**src/logic/frontend_macros.svh**
```systemverilog
// Build-time switches for the fetch frontend, included by every design file that sizes from them
`ifndef FRONTEND_MACROS_SVH
`define FRONTEND_MACROS_SVH

// Set to 1 when PCs may sit on 16-bit boundaries, 0 for 32-bit alignment only
`define ENABLE_C_EXTENSION 1

// Virtual PC width once the always-zero low bits are dropped
`define PC_BITS ((`ENABLE_C_EXTENSION == 1) ? 31 : 30)

// Position of the lowest line-index bit inside a PC
`define LINE_SHIFT ((`ENABLE_C_EXTENSION == 1) ? 2 : 1)

// Memory response queue depth, and 1 to build the queue as a plain pass-through
`define MRQ_QUEUE_SZ 8
`define MRQ_QUEUE_OFF 0

// Instruction memory size in 64-bit lines, and the width of a line index
`define IMEM_DEPTH_LINES 64
`define IMEM_ADDR_BITS $clog2(`IMEM_DEPTH_LINES)

// First PC fetched once reset is released
`define RESET_VPC 0

`endif
```
**src/logic/frontend_pkg.sv**
```systemverilog
// Shared frontend types, referenced by scoped name from the fetch and predecode modules
`include "frontend_macros.svh"

package frontend_pkg;

    // Exception reported alongside a fetched line
    typedef enum logic [3:0] {
        EXC_NONE               = 4'd0,
        EXC_INSTR_ACCESS_FAULT = 4'd1
    } excp_code_e;

    // Major opcodes that predecode cares about
    typedef enum logic [6:0] {
        OP_LOAD   = 7'b0000011,
        OP_STORE  = 7'b0100011,
        OP_BRANCH = 7'b1100011,
        OP_JALR   = 7'b1100111,
        OP_JAL    = 7'b1101111
    } opcode_e;

    typedef enum logic [2:0] {
        CLS_OTHER,
        CLS_BRANCH,
        CLS_JAL,
        CLS_JALR,
        CLS_LOAD,
        CLS_STORE
    } instr_class_e;

    // Fetch requester sequencing, one read in flight at most
    typedef enum logic [1:0] {
        FR_IDLE,
        FR_ISSUE,
        FR_RESP
    } fetch_state_e;

    // One 64-bit line as it leaves the fetch requester, low word first in program order
    typedef struct packed {
        logic [63:0]          instruction;
        logic [`PC_BITS-1:0]  vpc;
        excp_code_e           excp_code;
        logic                 excp_vld;
    } fetch_packet_t;

    typedef struct packed {
        logic [31:0]          instruction;
        logic [`PC_BITS-1:0]  vpc;
        instr_class_e         iclass;
        excp_code_e           excp_code;
        logic                 excp_vld;
    } predecoded_t;

endpackage

```
**src/logic/fetch_frontend.sv**
```systemverilog
// Frontend top level joining fetch requester, instruction memory, mrq and predecode
`timescale 1ns/10ps
`include "frontend_macros.svh"

module fetch_frontend (
    input  wire logic                         core_clock_i,
    input  wire logic                         reset_i,

    input  wire logic                         redirect_i,
    input  wire logic [`PC_BITS-1:0]          redirect_vpc_i,

    input  wire logic                         imem_we_i,
    input  wire logic [`IMEM_ADDR_BITS-1:0]   imem_addr_i,
    input  wire logic [63:0]                  imem_wdata_i,

    output wire logic                         dec_vld_o,
    output wire frontend_pkg::predecoded_t    dec_instr_o,
    input  wire logic                         dec_busy_i
);
    // Memory read path
    logic                         rd_en;
    logic [`IMEM_ADDR_BITS-1:0]   rd_addr;
    logic [63:0]                  rd_data;

    // Requester to queue
    logic                         mrq_vld;
    frontend_pkg::fetch_packet_t  mrq_packet;
    logic                         mrq_busy;

    // Queue to predecode
    logic                         nx_vld;
    frontend_pkg::fetch_packet_t  nx_packet;
    logic                         nx_busy;

    fetch_requester u_fetch_requester (
        .core_clock_i   (core_clock_i),
        .reset_i        (reset_i),
        .redirect_i     (redirect_i),
        .redirect_vpc_i (redirect_vpc_i),
        .rd_en_o        (rd_en),
        .rd_addr_o      (rd_addr),
        .rd_data_i      (rd_data),
        .mrq_vld_o      (mrq_vld),
        .mrq_packet_o   (mrq_packet),
        .mrq_busy_i     (mrq_busy)
    );

    imem u_imem (
        .core_clock_i (core_clock_i),
        .we_i         (imem_we_i),
        .waddr_i      (imem_addr_i),
        .wdata_i      (imem_wdata_i),
        .rd_en_i      (rd_en),
        .rd_addr_i    (rd_addr),
        .rd_data_o    (rd_data)
    );

    // The redirect is the only flush source
    mrq u_mrq (
        .core_clock_i      (core_clock_i),
        .core_flush_i      (redirect_i),
        .reset_i           (reset_i),
        .mrq_vld_i         (mrq_vld),
        .mrq_packet_i      (mrq_packet),
        .mrq_busy_o        (mrq_busy),
        .nx_stage_vld_o    (nx_vld),
        .nx_stage_packet_o (nx_packet),
        .nx_stage_busy_i   (nx_busy)
    );

    predecode u_predecode (
        .core_clock_i (core_clock_i),
        .reset_i      (reset_i),
        .flush_i      (redirect_i),
        .in_vld_i     (nx_vld),
        .in_packet_i  (nx_packet),
        .in_busy_o    (nx_busy),
        .dec_vld_o    (dec_vld_o),
        .dec_instr_o  (dec_instr_o),
        .dec_busy_i   (dec_busy_i)
    );

endmodule

```
**src/logic/predecode.sv**
```systemverilog
// Predecode stage that splits each fetch packet into two classified 32-bit instructions
`timescale 1ns/10ps
`include "frontend_macros.svh"

module predecode #(
    localparam int PCW      = `PC_BITS,
    localparam int WORD_BIT = `LINE_SHIFT - 1
) (
    input  wire logic                         core_clock_i,
    input  wire logic                         reset_i,
    input  wire logic                         flush_i,

    input  wire logic                         in_vld_i,
    input  wire frontend_pkg::fetch_packet_t  in_packet_i,
    output wire logic                         in_busy_o,

    output wire logic                         dec_vld_o,
    output wire frontend_pkg::predecoded_t    dec_instr_o,
    input  wire logic                         dec_busy_i
);
    frontend_pkg::fetch_packet_t pkt_q;

    // Held flag, and which half goes out next
    logic           held_q;
    logic           sel_q;
    logic           advance;
    logic           take;
    logic [31:0]    word;
    logic [PCW-1:0] line_vpc;
    logic [PCW-1:0] word_vpc;

    // Class comes from the major opcode only
    function automatic frontend_pkg::instr_class_e classify(input logic [6:0] opcode);
        frontend_pkg::instr_class_e cls;
        case (opcode)
            frontend_pkg::OP_BRANCH: cls = frontend_pkg::CLS_BRANCH;
            frontend_pkg::OP_JAL:    cls = frontend_pkg::CLS_JAL;
            frontend_pkg::OP_JALR:   cls = frontend_pkg::CLS_JALR;
            frontend_pkg::OP_LOAD:   cls = frontend_pkg::CLS_LOAD;
            frontend_pkg::OP_STORE:  cls = frontend_pkg::CLS_STORE;
            default:                 cls = frontend_pkg::CLS_OTHER;
        endcase
        return cls;
    endfunction

    // The upper half is always the last word of a packet
    assign advance   = held_q && !dec_busy_i;
    assign in_busy_o = held_q && (dec_busy_i || !sel_q);
    assign take      = in_vld_i && !in_busy_o;

    always_ff @(posedge core_clock_i) begin
        if (reset_i || flush_i) begin
            held_q <= 1'b0;
            sel_q  <= 1'b0;
        end else if (take) begin
            // A redirect into the upper word skips the low word of its first line
            held_q <= 1'b1;
            sel_q  <= in_packet_i.vpc[WORD_BIT];
        end else if (advance) begin
            held_q <= !sel_q;
            sel_q  <= 1'b1;
        end
    end

    always_ff @(posedge core_clock_i) begin
        if (take) begin
            pkt_q <= in_packet_i;
        end
    end

    // Rebuild the word PC from the line base and the half select
    assign line_vpc = {pkt_q.vpc[PCW-1:`LINE_SHIFT], {`LINE_SHIFT{1'b0}}};
    assign word_vpc = line_vpc | (PCW'(sel_q) << WORD_BIT);
    assign word     = sel_q ? pkt_q.instruction[63:32] : pkt_q.instruction[31:0];

    assign dec_vld_o = held_q;

    // Both halves carry the line's exception
    assign dec_instr_o.instruction = word;
    assign dec_instr_o.vpc         = word_vpc;
    assign dec_instr_o.iclass      = classify(word[6:0]);
    assign dec_instr_o.excp_code   = pkt_q.excp_code;
    assign dec_instr_o.excp_vld    = pkt_q.excp_vld;

endmodule

```
**src/logic/fetch_requester.sv**
```systemverilog
// PC sequencer that reads instruction memory and pushes tagged fetch packets into the mrq
`timescale 1ns/10ps
`include "frontend_macros.svh"

module fetch_requester #(
    localparam int PCW       = `PC_BITS,
    localparam int LINE_BITS = `PC_BITS - `LINE_SHIFT,
    localparam int ADDR_BITS = `IMEM_ADDR_BITS
) (
    input  wire logic                         core_clock_i,
    input  wire logic                         reset_i,

    input  wire logic                         redirect_i,
    input  wire logic [PCW-1:0]               redirect_vpc_i,

    output wire logic                         rd_en_o,
    output wire logic [ADDR_BITS-1:0]         rd_addr_o,
    input  wire logic [63:0]                  rd_data_i,

    output wire logic                         mrq_vld_o,
    output wire frontend_pkg::fetch_packet_t  mrq_packet_o,
    input  wire logic                         mrq_busy_i
);
    frontend_pkg::fetch_state_e state_q;

    // Next PC to fetch, and the PC and fault flag of the read in flight
    logic [PCW-1:0]       pc_q;
    logic [PCW-1:0]       req_pc_q;
    logic                 req_fault_q;
    logic [LINE_BITS-1:0] pc_line;
    logic                 pc_fault;
    logic [PCW-1:0]       redirect_pc;

    assign pc_line  = pc_q[PCW-1:`LINE_SHIFT];
    assign pc_fault = pc_line >= LINE_BITS'(`IMEM_DEPTH_LINES);

    // Targets are word aligned, the halfword bit is cleared when C is on
    assign redirect_pc = redirect_vpc_i & ~PCW'(`ENABLE_C_EXTENSION);

    // IDLE waits for room in the mrq, ISSUE drives the memory, RESP hands the data on
    always_ff @(posedge core_clock_i) begin
        if (reset_i) begin
            state_q <= frontend_pkg::FR_IDLE;
            pc_q    <= PCW'(`RESET_VPC);
        end else if (redirect_i) begin
            // Anything in flight is simply abandoned
            state_q <= frontend_pkg::FR_IDLE;
            pc_q    <= redirect_pc;
        end else begin
            case (state_q)
                frontend_pkg::FR_IDLE: begin
                    if (!mrq_busy_i) begin
                        state_q <= frontend_pkg::FR_ISSUE;
                        pc_q    <= {pc_line + 1'b1, {`LINE_SHIFT{1'b0}}};
                    end
                end
                frontend_pkg::FR_ISSUE: begin
                    state_q <= frontend_pkg::FR_RESP;
                end
                default: begin
                    state_q <= frontend_pkg::FR_IDLE;
                end
            endcase
        end
    end

    // Request tags follow the PC while idle and freeze once the read goes out
    always_ff @(posedge core_clock_i) begin
        if (state_q == frontend_pkg::FR_IDLE) begin
            req_pc_q    <= pc_q;
            req_fault_q <= pc_fault;
        end
    end

    // A line beyond the end of memory never reaches the memory at all
    assign rd_en_o   = (state_q == frontend_pkg::FR_ISSUE) && !req_fault_q;
    assign rd_addr_o = req_pc_q[`LINE_SHIFT +: ADDR_BITS];

    // The response dies here if a redirect lands in the same cycle
    assign mrq_vld_o = (state_q == frontend_pkg::FR_RESP) && !redirect_i;

    assign mrq_packet_o.instruction = req_fault_q ? 64'd0 : rd_data_i;
    assign mrq_packet_o.vpc         = req_pc_q;
    assign mrq_packet_o.excp_code   = req_fault_q ? frontend_pkg::EXC_INSTR_ACCESS_FAULT
                                                  : frontend_pkg::EXC_NONE;
    assign mrq_packet_o.excp_vld    = req_fault_q;

endmodule

```
**src/logic/imem.sv**
```systemverilog
// Instruction memory of 64-bit lines, read by the fetch requester and loaded through its write port
`timescale 1ns/10ps
`include "frontend_macros.svh"

module imem (
    input  wire logic                         core_clock_i,

    // Load port, used while the testbench fills the program
    input  wire logic                         we_i,
    input  wire logic [`IMEM_ADDR_BITS-1:0]   waddr_i,
    input  wire logic [63:0]                  wdata_i,

    input  wire logic                         rd_en_i,
    input  wire logic [`IMEM_ADDR_BITS-1:0]   rd_addr_i,
    output      logic [63:0]                  rd_data_o
);
    logic [63:0] mem_q [`IMEM_DEPTH_LINES];

    // Loads are honoured regardless of reset so the program can go in early
    always_ff @(posedge core_clock_i) begin
        if (we_i) begin
            mem_q[waddr_i] <= wdata_i;
        end
    end

    // Registered read, data shows up one cycle after the enable
    always_ff @(posedge core_clock_i) begin
        if (rd_en_i) begin
            rd_data_o <= mem_q[rd_addr_i];
        end
    end

endmodule

```
**src/logic/mrq.sv**
```systemverilog
// Memory response queue between the fetch requester and predecode, built as a FIFO or a pass-through
`timescale 1ns/10ps
`include "frontend_macros.svh"

module mrq #(
    parameter int QUEUE_SZ  = `MRQ_QUEUE_SZ,
    parameter int QUEUE_OFF = `MRQ_QUEUE_OFF
) (
    input  wire logic                         core_clock_i,
    input  wire logic                         core_flush_i,
    input  wire logic                         reset_i,

    input  wire logic                         mrq_vld_i,
    input  wire frontend_pkg::fetch_packet_t  mrq_packet_i,
    output wire logic                         mrq_busy_o,

    output wire logic                         nx_stage_vld_o,
    output wire frontend_pkg::fetch_packet_t  nx_stage_packet_o,
    input  wire logic                         nx_stage_busy_i
);
    generate if (QUEUE_OFF != 0) begin : g_queue_off
        // Straight wires, so back-pressure comes from the next stage itself
        assign nx_stage_vld_o    = mrq_vld_i;
        assign nx_stage_packet_o = mrq_packet_i;
        assign mrq_busy_o        = nx_stage_busy_i;
    end else begin : g_queue
        localparam int PKT_BITS = $bits(frontend_pkg::fetch_packet_t);

        logic                queue_write;
        logic                queue_read;
        logic                queue_full;
        logic                queue_empty;
        logic [PKT_BITS-1:0] queue_rdata;

        // Writes are dropped when full, pops happen only when the next stage takes the head
        assign queue_write = mrq_vld_i && !queue_full;
        assign queue_read  = !nx_stage_busy_i && !queue_empty;

        assign mrq_busy_o        = queue_full;
        assign nx_stage_vld_o    = !queue_empty;
        assign nx_stage_packet_o = queue_rdata;

        sfifo2 #(
            .DEPTH (QUEUE_SZ),
            .WIDTH (PKT_BITS)
        ) u_response_queue (
            .core_clock_i (core_clock_i),
            .flush_i      (core_flush_i),
            .reset_i      (reset_i),
            .write_i      (queue_write),
            .wdata_i      (mrq_packet_i),
            .full_o       (queue_full),
            .read_i       (queue_read),
            .rdata_o      (queue_rdata),
            .empty_o      (queue_empty)
        );
    end endgenerate

endmodule

```
**src/logic/sfifo2.sv**
```systemverilog
// Flushable synchronous FIFO, instantiated by the memory response queue to hold fetch packets
`timescale 1ns/10ps

module sfifo2 #(
    parameter int DEPTH = 8,
    parameter int WIDTH = 32,
    localparam int IDX_BITS = (DEPTH > 1) ? $clog2(DEPTH) : 1
) (
    input  wire logic              core_clock_i,
    input  wire logic              flush_i,
    input  wire logic              reset_i,

    input  wire logic              write_i,
    input  wire logic [WIDTH-1:0]  wdata_i,
    output wire logic              full_o,

    input  wire logic              read_i,
    output wire logic [WIDTH-1:0]  rdata_o,
    output wire logic              empty_o
);
    // Storage flops, the head is read straight out of them
    logic [WIDTH-1:0] mem_q [DEPTH];

    // Pointers carry a wrap bit on top of the slot index
    logic [IDX_BITS:0] wr_ptr_q;
    logic [IDX_BITS:0] rd_ptr_q;
    logic              do_write;
    logic              do_read;

    // Step a pointer, wrapping at DEPTH so that any depth works, not only powers of two
    function automatic logic [IDX_BITS:0] ptr_inc(input logic [IDX_BITS:0] ptr);
        logic [IDX_BITS:0] nxt;
        if (ptr[IDX_BITS-1:0] == IDX_BITS'(DEPTH - 1)) begin
            nxt = {~ptr[IDX_BITS], {IDX_BITS{1'b0}}};
        end else begin
            nxt = ptr + 1'b1;
        end
        return nxt;
    endfunction

    // Same slot on different laps means full, same slot on the same lap means empty
    assign full_o  = (wr_ptr_q[IDX_BITS-1:0] == rd_ptr_q[IDX_BITS-1:0]) &&
                     (wr_ptr_q[IDX_BITS] != rd_ptr_q[IDX_BITS]);
    assign empty_o = (wr_ptr_q == rd_ptr_q);

    // Requests against a full or empty FIFO are ignored here as well
    assign do_write = write_i && !full_o;
    assign do_read  = read_i && !empty_o;

    assign rdata_o = mem_q[rd_ptr_q[IDX_BITS-1:0]];

    always_ff @(posedge core_clock_i) begin
        if (reset_i || flush_i) begin
            wr_ptr_q <= '0;
            rd_ptr_q <= '0;
        end else begin
            if (do_write) begin
                wr_ptr_q <= ptr_inc(wr_ptr_q);
            end
            if (do_read) begin
                rd_ptr_q <= ptr_inc(rd_ptr_q);
            end
        end
    end

    // A write landing with a flush is harmless since the pointers drop it
    always_ff @(posedge core_clock_i) begin
        if (do_write) begin
            mem_q[wr_ptr_q[IDX_BITS-1:0]] <= wdata_i;
        end
    end

endmodule

```
**config.mk**
```make
export PLATFORM = sky130hd
export DESIGN_NAME = fetch_frontend
export DESIGN_NICKNAME = d
export VERILOG_FILES = /design/src/logic/frontend_pkg.sv /design/src/logic/fetch_frontend.sv /design/src/logic/predecode.sv /design/src/logic/fetch_requester.sv /design/src/logic/imem.sv /design/src/logic/mrq.sv /design/src/logic/sfifo2.sv
export VERILOG_INCLUDE_DIRS = /design/src /design/src/logic
export SDC_FILE = /design/constraint.sdc
export NUM_CORES = 2
export LEC_CHECK = 0
export BUFFER_PORTS_ARGS = -buffer_cell sky130_fd_sc_hd__buf_2
export CORE_ASPECT_RATIO = 2
export CORE_MARGIN = 2
export CORE_UTILIZATION = 52
export DETAILED_ROUTE_END_ITERATION = 8
export GPL_TIMING_DRIVEN = 1
export PLACE_DENSITY = 0.68
export RECOVER_POWER = 25
export SYNTH_ARGS = -nofsm -noshare
export SYNTH_HDL_FRONTEND = slang
export SYNTH_MEMORY_MAX_BITS = 65536
export SYNTH_SLANG_ARGS = --single-unit
```
**constraint.sdc**
```tcl
create_clock -name core_clock_i -period 29.5 [get_ports core_clock_i]
set_clock_uncertainty 0.2 [all_clocks]
set_input_delay 5.9 -clock core_clock_i [delete_from_list [all_inputs] [get_ports core_clock_i]]
set_output_delay 5.9 -clock core_clock_i [all_outputs]
set_load 0.03 [all_outputs]
```
==> flow_summary_export.csv <==
group,metric,value,unit
cts,clk_latency,980,ps
detailed_routing,routed_wl,499,mm
pwr,p_leak,64.4,nW
sta,hold_viol,0,
detailed_routing,via_per_inst,6.52,
global_route,grt.overflow.total,0,
floorplan,io_pins,178,
yosys,ys_ff_latch,5090,
global_route,grt_max_degree,131,
sta,max_slew.worst_pin.slew,8050,ps
critical_path,crit_arrival,17060,ps
yosys,synthCells,8262,
cts,cts_setup_buffers,0,
detailed_routing,dr.pass1.iters,8,
critical_path,crit_type,"flip-flop to flip-flop",
critical_path,worstPathMaxFanout,95,
cts,clk_pin_slew,70,ps
detailed_routing,vias,90400,
critical_path,reg2reg_slack,12980,ps
placement,place_congestion,0.809,
run,drv_cap,61,
global_route,antenna_found_initial,48,
cts,numCtsBuffers,413,
status,violations,"max-capacitance violations, max-slew violations",
critical_path,cp_num_buf_inv,4,
cts,cts_resized,0,
pwr,ir_drop,0.0000486,V
final_layout,final_common_cell,"edfxtp_1",
yosys,async_flop_share,0,%
yosys,syn_area,192000,µm²
critical_path,crit_path_frequent_cell,"clkbuf_1",
yosys,synth-main-ff-cell,"edfxtp_1",
detailed_routing,wl_per_cell,36.0,µm
floorplan,die_h,863,µm
yosys,synth_edf_count,5045,
cts,cts_buffer_depth,4,
global_route,grt_pass1_wl,693,mm
yosys,ys_types,66,
cts,htree_levels,5,
sta,setup_tns,0,ps
global_route,grtUsageTotal,26.6,%
status,status,"finished with violations",
cts,clock-root-buffer,"clkbuf_16",
cts,cts.sinks,5090,
placement,hpwl,276,mm
final_layout,fin_util,57.8,%
critical_path,cp_slowest_cell,"clkbuf_1",
sta,rsz0062_at_grt,"false",
yosys,yosys_warnings,0,
final_layout,syn_to_final_growth,10.7,%
pwr,power.density,69.0,nW/µm²
detailed_routing,dr.first_iter.drc_count,10600,
sta,maxSlewHeadroom,-436,%
floorplan,rows,315,
global_route,first_global_vias,93300,
final_layout,drive_above_1_share,26.5,%
detailed_routing,remaining_drc_errors,0,
detailed_routing,antenna_left,0,
critical_path,crit_path_start_kind,"flip-flop",
critical_path,crit_path_end_kind,"flip-flop",
cts,hold_buffers,0,
critical_path,slowest_delay,5730,ps
critical_path,cp.required,30040,ps
floorplan,coreArea,368000,µm²
final_layout,layout.cells.most_common_list,"edfxtp_1 (5045), mux4_2 (1213), clkbuf_16 (414)",
worst_hold_path,hold_path_class,"flip-flop to flip-flop",
floorplan,die_w,434,µm
floorplan,start_util,52.2,%
floorplan,die_area,374000,µm²
sta,fin_crit,16520,ps
yosys,ys_seq_area_share,79.4,%
cts,tritoncts,"done",
sta,post-route-period-util,56.0,%
sta,slew_violations,3230,
final_layout,finalNetCount,8701,
sta,setup_viol,0,
critical_path,cp_top_family,"buffers and inverters",
yosys,avgSynthCellArea,23.2,µm²
critical_path,crit_chain,"clkbuf_1, clkbuf_1, clkbuf_1, clkbuf_1, mux4_2, o22ai_1, nor4_1, o22a_1",
sta,max_clock_freq,0.0605,GHz
placement,io_buffers,172,
layer usage:
metal	track usage, %	vias to the layer above	routed length (µm)
met3	3.71	1241	37000
li1	-	35900	-
met2	48.5	4636	272000
met4	13.7	20	29200
met1	30.2	48600	161000
met5	0	-	120
cells by family (layout without fill, tap and decap cells):
kind of cell / Yosys count / after routing / synth area share [%]
DFF: 5090 / 5090 / 79.4
and+or+nand+nor: 583 / 583 / 1.56
AOI/OAI and AO/OA: 631 / 631 / 2.19
other: 1 / 35 / 0.00195
adders and majority gates: 6 / 6 / 0.0391
muxes: 1410 / 1410 / 15.3
xor gates and xnor gates: 31 / 31 / 0.163
buffers and inverters: 510 / 1176 / 1.28
worst paths after layout:
path,start,end,cells after the start
max reg2reg,u_fetch_requester.req_pc_q[2],u_imem.rd_data_o[7],8
min reg2reg,u_fetch_requester.pc_q[1],u_fetch_requester.req_pc_q[1],0
max,u_fetch_requester.req_pc_q[2],u_imem.rd_data_o[7],8
min,u_fetch_requester.pc_q[1],u_fetch_requester.req_pc_q[1],0
metrics by stage:
| step | setup WS, ps | hold WS [ps] | cell area (µm²) | instances | total power [mW] |
|---|---|---|---|---|---|
| 3_5_place_dp | 19670 | 266 | 199000 | 13100 | 9.20 |
| 5_1_grt | 10750 | 317 | 212000 | 13900 | 15.0 |
| 6_report | 12980 | 302 | 212000 | 13900 | 14.7 |
| 2_1_floorplan | 15610 | 208 | 192000 | 8265 | 8.82 |
| 4_1_cts | 20180 | 299 | 213000 | 13800 | 14.7 |
| 3_3_place_gp | 19680 | 269 | 199000 | 13100 | 9.18 |
Yosys cell counts (3+ instances only):
cell       count  area share, %
a211oi_1      30           0.12
a211oi_2       3          0.020
a21oi_1       67           0.17
a221oi_1       3          0.014
a22oi_1        5          0.020
a2bb2oi_1      3          0.014
a31oi_1       26          0.085
and2_1         3         0.0098
and4_1         4          0.018
buf_1         50          0.098
buf_2        161           0.42
buf_4         83           0.32
buf_6          3          0.018
clkbuf_1     196           0.38
dfxtp_1       45           0.47
edfxtp_1    5045             79
ha_1           6          0.039
inv_1         15          0.029
mux2_2       130           0.76
mux2i_1       67           0.35
mux4_2      1213             14
nand2_1      108           0.21
nand2b_1      16          0.052
nand3_1       21          0.055
nand4_1        5          0.016
nor2_1       166           0.32
nor2b_1       75           0.24
nor3_1        75           0.20
nor4_1        67           0.22
nor4_2        10          0.065
o21a_1         3          0.012
o21ai_0       74           0.19
o221ai_1      60           0.27
o22a_1        56           0.26
o22ai_1      289           0.94
or2_2          3         0.0098
or3_1         13          0.042
xnor2_1       27           0.12
state kept, by name, summed over array words and instances, names as in the netlist, 2 cells and up, named ones only:
| signal | flops |
|---|---|
| u_fetch_requester.pc_q | 30 |
| u_imem.mem_q | 4096 |
| u_imem.rd_data_o | 64 |
| u_mrq.g_queue.u_response_queue.mem_q | 760 |
| u_fetch_requester.state_q | 2 |
| u_predecode.pkt_q | 64 |
| u_fetch_requester.req_pc_q | 30 |
| u_mrq.g_queue.u_response_queue.rd_ptr_q | 4 |
| u_mrq.g_queue.u_response_queue.wr_ptr_q | 4 |
| u_predecode.line_vpc | 29 |
power by group:
group          internal (mW)  switching, mW
Clock                   3.07           2.53
Combinational          0.418          0.618
Sequential              8.00         0.0257
Total                   11.5           3.17
layout make-up:
class / instances / area [µm²]
Tap cell: 4913 / 6150
Timing Repair Buffer: 403 / 2580
Inverter: 16 / 63.8
Clock inverter: 266 / 2840
Antenna cell: 31 / 77.6
Fill cell: 25700 / 155000
Sequential cell: 5090 / 152000
Multi-Input combinational cell: 2665 / 37700
Clock buffer: 491 / 10600
(Power assumes the default switching activity.)
